### config.mk
export PLATFORM = sky130hd
export DESIGN_NAME = glb_host_bridge_flat
export DESIGN_NICKNAME = d
export VERILOG_FILES = /design/src/rtl/glb_pkg.sv /design/src/rtl/glb_req_if.sv /design/src/rtl/glb_host_bridge.sv /design/src/flat_wrapper.sv
export SDC_FILE = /design/constraint.sdc
export NUM_CORES = 1
export LEC_CHECK = 0
export ABC_AREA = 1
export ABC_CLOCK_PERIOD_IN_PS = 3800
export BUFFER_PORTS_ARGS = -buffer_cell sky130_fd_sc_hd__buf_2
export CAP_MARGIN = 20
export CORE_ASPECT_RATIO = 1.75
export CORE_UTILIZATION = 30
export CTS_CLUSTER_SIZE = 12
export DETAILED_ROUTE_END_ITERATION = 8
export SYNTH_ARGS = -nofsm -noshare
export SYNTH_HDL_FRONTEND = slang
export SYNTH_SLANG_ARGS = --single-unit
### constraint.sdc
create_clock -name clk -period 3.8 [get_ports clk]
set_input_delay 0.38 -clock clk [delete_from_list [all_inputs] [get_ports clk]]
set_output_delay 0.38 -clock clk [all_outputs]
set_load 0.03 [all_outputs]
### src/rtl/glb_pkg.sv
package glb_pkg;

    // chain geometry
    localparam int NUM_TILES = 4;

    // bank word, also the host data width
    localparam int BANK_DATA_WIDTH = 64;
    localparam int BANK_STRB_WIDTH = BANK_DATA_WIDTH / 8;

    // words per bank
    localparam int BANK_ADDR_WIDTH = 8;
    localparam int BANK_DEPTH = 1 << BANK_ADDR_WIDTH;

    // byte offset bits below the word index, not decoded
    localparam int BYTE_OFFSET_WIDTH = $clog2(BANK_STRB_WIDTH);

    // tile select sits in the top bits of the host address
    localparam int TILE_SEL_WIDTH = $clog2(NUM_TILES);

    // host byte address: tile select, word index, byte offset
    localparam int GLB_ADDR_WIDTH = TILE_SEL_WIDTH + BANK_ADDR_WIDTH + BYTE_OFFSET_WIDTH;

endpackage

### src/rtl/glb_req_if.sv
`timescale 1ns/100ps

interface glb_req_if import glb_pkg::*; ();

    logic                         req_valid;
    logic                         req_we;
    logic [BANK_STRB_WIDTH-1:0]   req_strb;
    logic [GLB_ADDR_WIDTH-1:0]    req_addr;
    logic [BANK_DATA_WIDTH-1:0]   req_wdata;

    // east side, the bridge or the previous tile
    modport src (
        output req_valid,
        output req_we,
        output req_strb,
        output req_addr,
        output req_wdata
    );

    // west side, the next tile
    modport dst (
        input  req_valid,
        input  req_we,
        input  req_strb,
        input  req_addr,
        input  req_wdata
    );

endinterface

### src/rtl/glb_host_bridge.sv
`timescale 1ns/100ps

module glb_host_bridge import glb_pkg::*; (
    input  logic                         clk,
    input  logic                         rst_n,
    input  logic                         stall,

    // wishbone classic slave
    input  logic                         wb_cyc,
    input  logic                         wb_stb,
    input  logic                         wb_we,
    input  logic [GLB_ADDR_WIDTH-1:0]    wb_adr,
    input  logic [BANK_STRB_WIDTH-1:0]   wb_sel,
    input  logic [BANK_DATA_WIDTH-1:0]   wb_wdata,
    output logic                         wb_ack,
    output logic [BANK_DATA_WIDTH-1:0]   wb_rdata,

    // east end of the tile chain
    glb_req_if.src                       req,
    input  logic                         rsp_valid,
    input  logic [BANK_DATA_WIDTH-1:0]   rsp_data
);

    logic launch;
    logic rd_pending;
    logic rd_done;

    // new transfer: the ack cycle of the previous one is skipped,
    // since the master still holds stb while it sees ack
    assign launch  = wb_cyc && wb_stb && !wb_ack && !rd_pending;
    assign rd_done = rd_pending && rsp_valid;

    always_ff @(posedge clk or negedge rst_n) begin
        if (!rst_n) begin
            req.req_valid <= 1'b0;
            rd_pending    <= 1'b0;
            wb_ack        <= 1'b0;
        end else if (!stall) begin
            req.req_valid <= launch;
            // writes ack on launch, reads when the data gets back
            wb_ack <= (launch && wb_we) || rd_done;
            if (launch && !wb_we) begin
                rd_pending <= 1'b1;
            end else if (rd_done) begin
                rd_pending <= 1'b0;
            end
        end
    end

    // request payload
    always_ff @(posedge clk) begin
        if (!stall && launch) begin
            req.req_we    <= wb_we;
            req.req_strb  <= wb_sel;
            req.req_addr  <= wb_adr;
            req.req_wdata <= wb_wdata;
        end
    end

    // read data lines up with ack
    always_ff @(posedge clk) begin
        if (!stall && rd_done) begin
            wb_rdata <= rsp_data;
        end
    end

endmodule

### src/flat_wrapper.sv
// flat-port wrapper written by rule: the top's interface ports become plain ports
module glb_host_bridge_flat import glb_pkg::*;
  (clk, rst_n, stall, wb_cyc, wb_stb, wb_we, wb_adr, wb_sel, wb_wdata, wb_ack, wb_rdata, rsp_valid, rsp_data, req_req_valid, req_req_we, req_req_strb, req_req_addr, req_req_wdata);
  glb_req_if req_i ();
  input  logic clk;
  input  logic rst_n;
  input  logic stall;
  input  logic wb_cyc;
  input  logic wb_stb;
  input  logic wb_we;
  input  logic [GLB_ADDR_WIDTH-1:0] wb_adr;
  input  logic [BANK_STRB_WIDTH-1:0] wb_sel;
  input  logic [BANK_DATA_WIDTH-1:0] wb_wdata;
  output logic wb_ack;
  output logic [BANK_DATA_WIDTH-1:0] wb_rdata;
  input  logic rsp_valid;
  input  logic [BANK_DATA_WIDTH-1:0] rsp_data;
  output wire logic [$bits(req_i.req_valid)-1:0] req_req_valid;
  output wire logic [$bits(req_i.req_we)-1:0] req_req_we;
  output wire logic [$bits(req_i.req_strb)-1:0] req_req_strb;
  output wire logic [$bits(req_i.req_addr)-1:0] req_req_addr;
  output wire logic [$bits(req_i.req_wdata)-1:0] req_req_wdata;
  assign req_req_valid = req_i.req_valid;
  assign req_req_we = req_i.req_we;
  assign req_req_strb = req_i.req_strb;
  assign req_req_addr = req_i.req_addr;
  assign req_req_wdata = req_i.req_wdata;
  glb_host_bridge u_core (.clk(clk), .rst_n(rst_n), .stall(stall), .wb_cyc(wb_cyc), .wb_stb(wb_stb), .wb_we(wb_we), .wb_adr(wb_adr), .wb_sel(wb_sel), .wb_wdata(wb_wdata), .wb_ack(wb_ack), .wb_rdata(wb_rdata), .req(req_i), .rsp_valid(rsp_valid), .rsp_data(rsp_data));
endmodule
Yosys cells after proc, flatten, opt, wreduce, memory -nomap -nowiden. Index checks and enable logic that the tools add are counted.

Muxes and demuxes: 2. Bitwise operators: 1. Reduce and logical (&&, ||, !) cells: 15.

Operator list (number): $logic_and A1 B1 Y1 (8); $logic_not A1 Y1 (4); $mux W1 (2); $reduce_and A2 Y1 (1); $reduce_bool A2 Y1 (1); $logic_or A1 B1 Y1 (1); $not A1 Y1 (1).

Bits in registers: 153.

Longest topological paths before layout.
Depth in word-level cells: 6. Gate-level depth with buffers: 4. Mapped depth without buffers: 4.

Least setup slack after synthesis. No wires, ideal clock.

Kind: reg-to-reg. Start point: register u_core.wb_ack. End point: register u_core.req.req_addr[0], enable pin. Setup time: 0.440 ns. Data arrival time: 2.445 ns. Required time: 3.360 ns. Slack: 0.915 ns. Stages on the path, launching flop included: 4. Clock period less this slack: 2.885 ns. Cell sequence: dfrtp_1 > nor2_1 > nand2_1 > inv_1.

Cells in the longest elaborated chain, start to end: 4.

Ends and longest elaborated chain: start, declared (RTL line glb_host_bridge.sv:15) `output logic wb_ack,`; start signal, assigned (RTL line glb_host_bridge.sv:41) `wb_ack <= (launch && wb_we) || rd_done;`; $logic_not A1 Y1 (RTL line glb_host_bridge.sv:30) `assign launch = wb_cyc && wb_stb && !wb_ack && !rd_pending;`; $logic_and A1 B1 Y1 (2 in series) (RTL line glb_host_bridge.sv:30); $logic_and A1 B1 Y1 (RTL line glb_host_bridge.sv:52) `if (!stall && launch) begin`; end signal, assigned (RTL line glb_host_bridge.sv:55) `req.req_addr <= wb_adr;`; end, declared (RTL line glb_req_if.sv:16) `output req_addr,`.

No other way between the ends. A chain may end at the register's enable or synchronous reset.

Final worst setup path.
Start point: register u_core.wb_ack. End point: register u_core.req.req_wdata[8], enable pin.

Cells in the longest elaborated chain, start to end: 4.

Ends and longest elaborated chain: $logic_not A1 Y1 (RTL line glb_host_bridge.sv:30); $logic_and A1 B1 Y1 (2 in series) (RTL line glb_host_bridge.sv:30); $logic_and A1 B1 Y1 (RTL line glb_host_bridge.sv:52); end signal, assigned (RTL line glb_host_bridge.sv:56) `req.req_wdata <= wb_wdata;`; end, declared (RTL line glb_req_if.sv:17) `output req_wdata`.

No other way between the ends.

==> metrics.yaml <==
drtIter0Drc: 93
syn_area_um2: 4656
min_period_over_period: 0.5386
first_pass_iters: 4
synth-seq-cells: 153
yosysMostFrequentCell: "edfxtp_1"
yosysTopAreaCell: "edfxtp_1"
maxSlewViolCount: 0
avgSynthCellArea_um2: 27.23
p_leak_nw: 2.954
seq_area_frac_synth: 0.9836
powerDensity_nw_per_um2: 589.5
grt_overflow: 0
critPathLaunchType: "flip-flop"
dr.max_layer_used: "met4"
ctsLongestPathBuffers: 2
wl_met1_um: 3685
nets: 657
synth_enable_flop_cells: 150
synth_top_area_frac: 0.9675
rsz0062_at_grt: "false"
layout_setup_ws_ns: 1.753
dp_slack_ns: 1.544
io_buffer_count: 307
r2r_slack_ns: 1.75
ir_worst_vdd_uv: 330.2
layout-drive-gt1-share: 0.6686
setup_viol: 0
hold_viol_final: 0
die_area_um2: 16040
wl_um: 11400
core_area_um2: 14990
via_count: 2936
antenna_found_initial: 0
finalSetupTns_ns: 0
synth_cell_type_count: 8
critPathMaxStageDelay_ns: 0.60
avgViaCountPerCell: 4.218
fmax_ghz: 0.4886
rows: 59
clk_latency_ns: 0.40
clock-sinks: 153
start_util: 0.3107
ys_top_cells_by_count: "edfxtp_1 (150), nand2_1 (8), dfrtp_1 (3), inv_1 (3)"
grt_pass1_wl_um: 15790
async_flop_share: 0.01961
critPathCaptureType: "flip-flop"
die_w_um: 96.17
max_slew_margin: 0.4449
cts_root_buf: "clkbuf_16"
crit_arrival_ns: 2.13
dr_wl_met2_um: 6327
grt_pass1_vias: 3019
path_cells: "nor2_1 > nand2_1 > clkinv_2 > buf_4"
maxCapViolations: 0
routedWlPerCell_um: 16.37
worstMarginPinSlew_ns: 0.8317
synth_nets: 327
ant_nets: 0
track_usage: 0.1390
boundaryPins: 308
dr_wl_met3_um: 1145
grt_max_degree: 51
ys.flop_type: "edfxtp_1"
cp_slowest_cell: "clkinv_2"
diodes: 0
syn_inst: 171
critPathMaxFanout: 50
finalCriticalPeriod_ns: 2.047
cts_max_level: 4
post_cts_resize_count: 0
holdCritPathClass: "in -> reg"
cts_made_buffers: 17
clkTransAtPathRegs_ns: 0.06
cts_tree: "done"
critPathKind: "reg -> reg"
fill_cells: 1358
areaGrowthSynthToFinish_pct: 50.82
drc: 0
gp_congestion: 0.7786
fin_worst_skew_ns: 0.007052
outcome: "finished clean"
yosys_warnings: 0
post-dp-hpwl_um: 8905
critPathRequiredTime_ns: 3.89
die-height_um: 166.8
synth_area_leaders: "edfxtp_1 (97%), dfrtp_1 (1.6%), nand2_1 (0.64%), nor2_2 (0.27%), inv_1 (0.24%)"
## where the power goes
group	internal [W]	switching (W)	total, W
registers	0.00201	0.0000338	0.00204
clock network	0.000914	0.000689	0.00160
logic	0.000137	0.000359	0.000496
## timing repair
item / CTS / global route
endpoints found under the hold margin: 3 / 0
buffers inserted: 0 / 0
hold buffers: 1 / 0
## final cells by class
class | count | area (um2) | share of cell area
sequential | 153 | 4579 | 0.6522
timing repair buffer | 311 | 1569 | 0.2234
multi-input combinational | 15 | 70.07 | 0.009979
tap | 183 | 229.0 | 0.03261
inverter | 3 | 12.51 | 0.001782
clock inverter | 14 | 136.4 | 0.01942
clock buffer | 17 | 425.4 | 0.06058
## flip-flops by register name, indices dropped and copies added (netlist names)
name	flops
u_core.req.req_valid	1
u_core.req.req_we	1
u_core.req.req_wdata	64
u_core.req.req_addr	13
u_core.req.req_strb	8
u_core.wb_rdata	64
u_core.wb_ack	1
u_core.rd_pending	1
## routing by layer
| layer | vias to the layer above | GRT usage |
|---|---|---|
| met2 | 201 | 0.2559 |
| met5 | - | 0 |
| met4 | 0 | 0.06295 |
| met3 | 17 | 0.05205 |
| met1 | 1377 | 0.1299 |
| li1 | 1341 | - |
## cell usage in the layout, fill, tap and decap left out
| cell type | count |
|---|---|
| bufinv_16 | 1 |
| buf_2 | 307 |
| inv_6 | 7 |
| edfxtp_1 | 150 |
| nand2_1 | 8 |
| dlygate4sd3_1 | 1 |
| nor2_1 | 2 |
| clkinvlp_4 | 4 |
| clkinv_2 | 1 |
| buf_4 | 3 |
| dfrtp_1 | 3 |
| inv_1 | 2 |
| nor2_4 | 1 |
| nand3_1 | 2 |
| clkbuf_16 | 17 |
| inv_8 | 1 |
| clkinv_1 | 1 |
| nor2_2 | 1 |
| o21ai_0 | 1 |
## through the flow
step                      utilization  power [W]  hold slack, ns  instances  cell area (um2)
final                          0.4686   0.004139          0.1427        696             7022
after detailed placement       0.4304   0.002580          0.1777        664             6450
after global routing           0.4686   0.004291          0.1168        696             7022
after CTS                      0.4686   0.004193          0.1180        696             7022
after floorplan                     -   0.002366         0.08441        171             4656
after global placement         0.4304   0.002568          0.1780        664             6450
## cell families (layout without fill, tap and decap cells)
family                 count (synthesis)  in the layout  share of synthesized area
AO/OA/AOI/OAI                          1              1                   0.001074
AND/OR/NAND/NOR                       14             14                    0.01290
flip-flops                           153            153                     0.9836
buffers and inverters                  3            345                   0.002419
## final timing paths
| path | from | endpoint | cells past startpoint |
|---|---|---|---|
| worst max-delay path | u_core.wb_ack | u_core.req.req_wdata[8] | 4 |
| worst min-delay path | rsp_data[9] | u_core.wb_rdata[9] | 1 |
| worst max register to register | u_core.wb_ack | u_core.req.req_wdata[8] | 4 |
| worst min register to register | u_core.req.req_valid | u_core.req.req_valid | 2 |
| max in group asynchronous | rst_n | u_core.rd_pending | 2 |
| min in group asynchronous | rst_n | u_core.wb_ack | 2 |
## worst max-delay path, delay by kind of cell, from the launching register on
kind,cells,cell delay (ns)
buf+inv,2,1.00
flops,1,0.40
simple gates,2,0.31
Power figures use the tool's default switching activity.
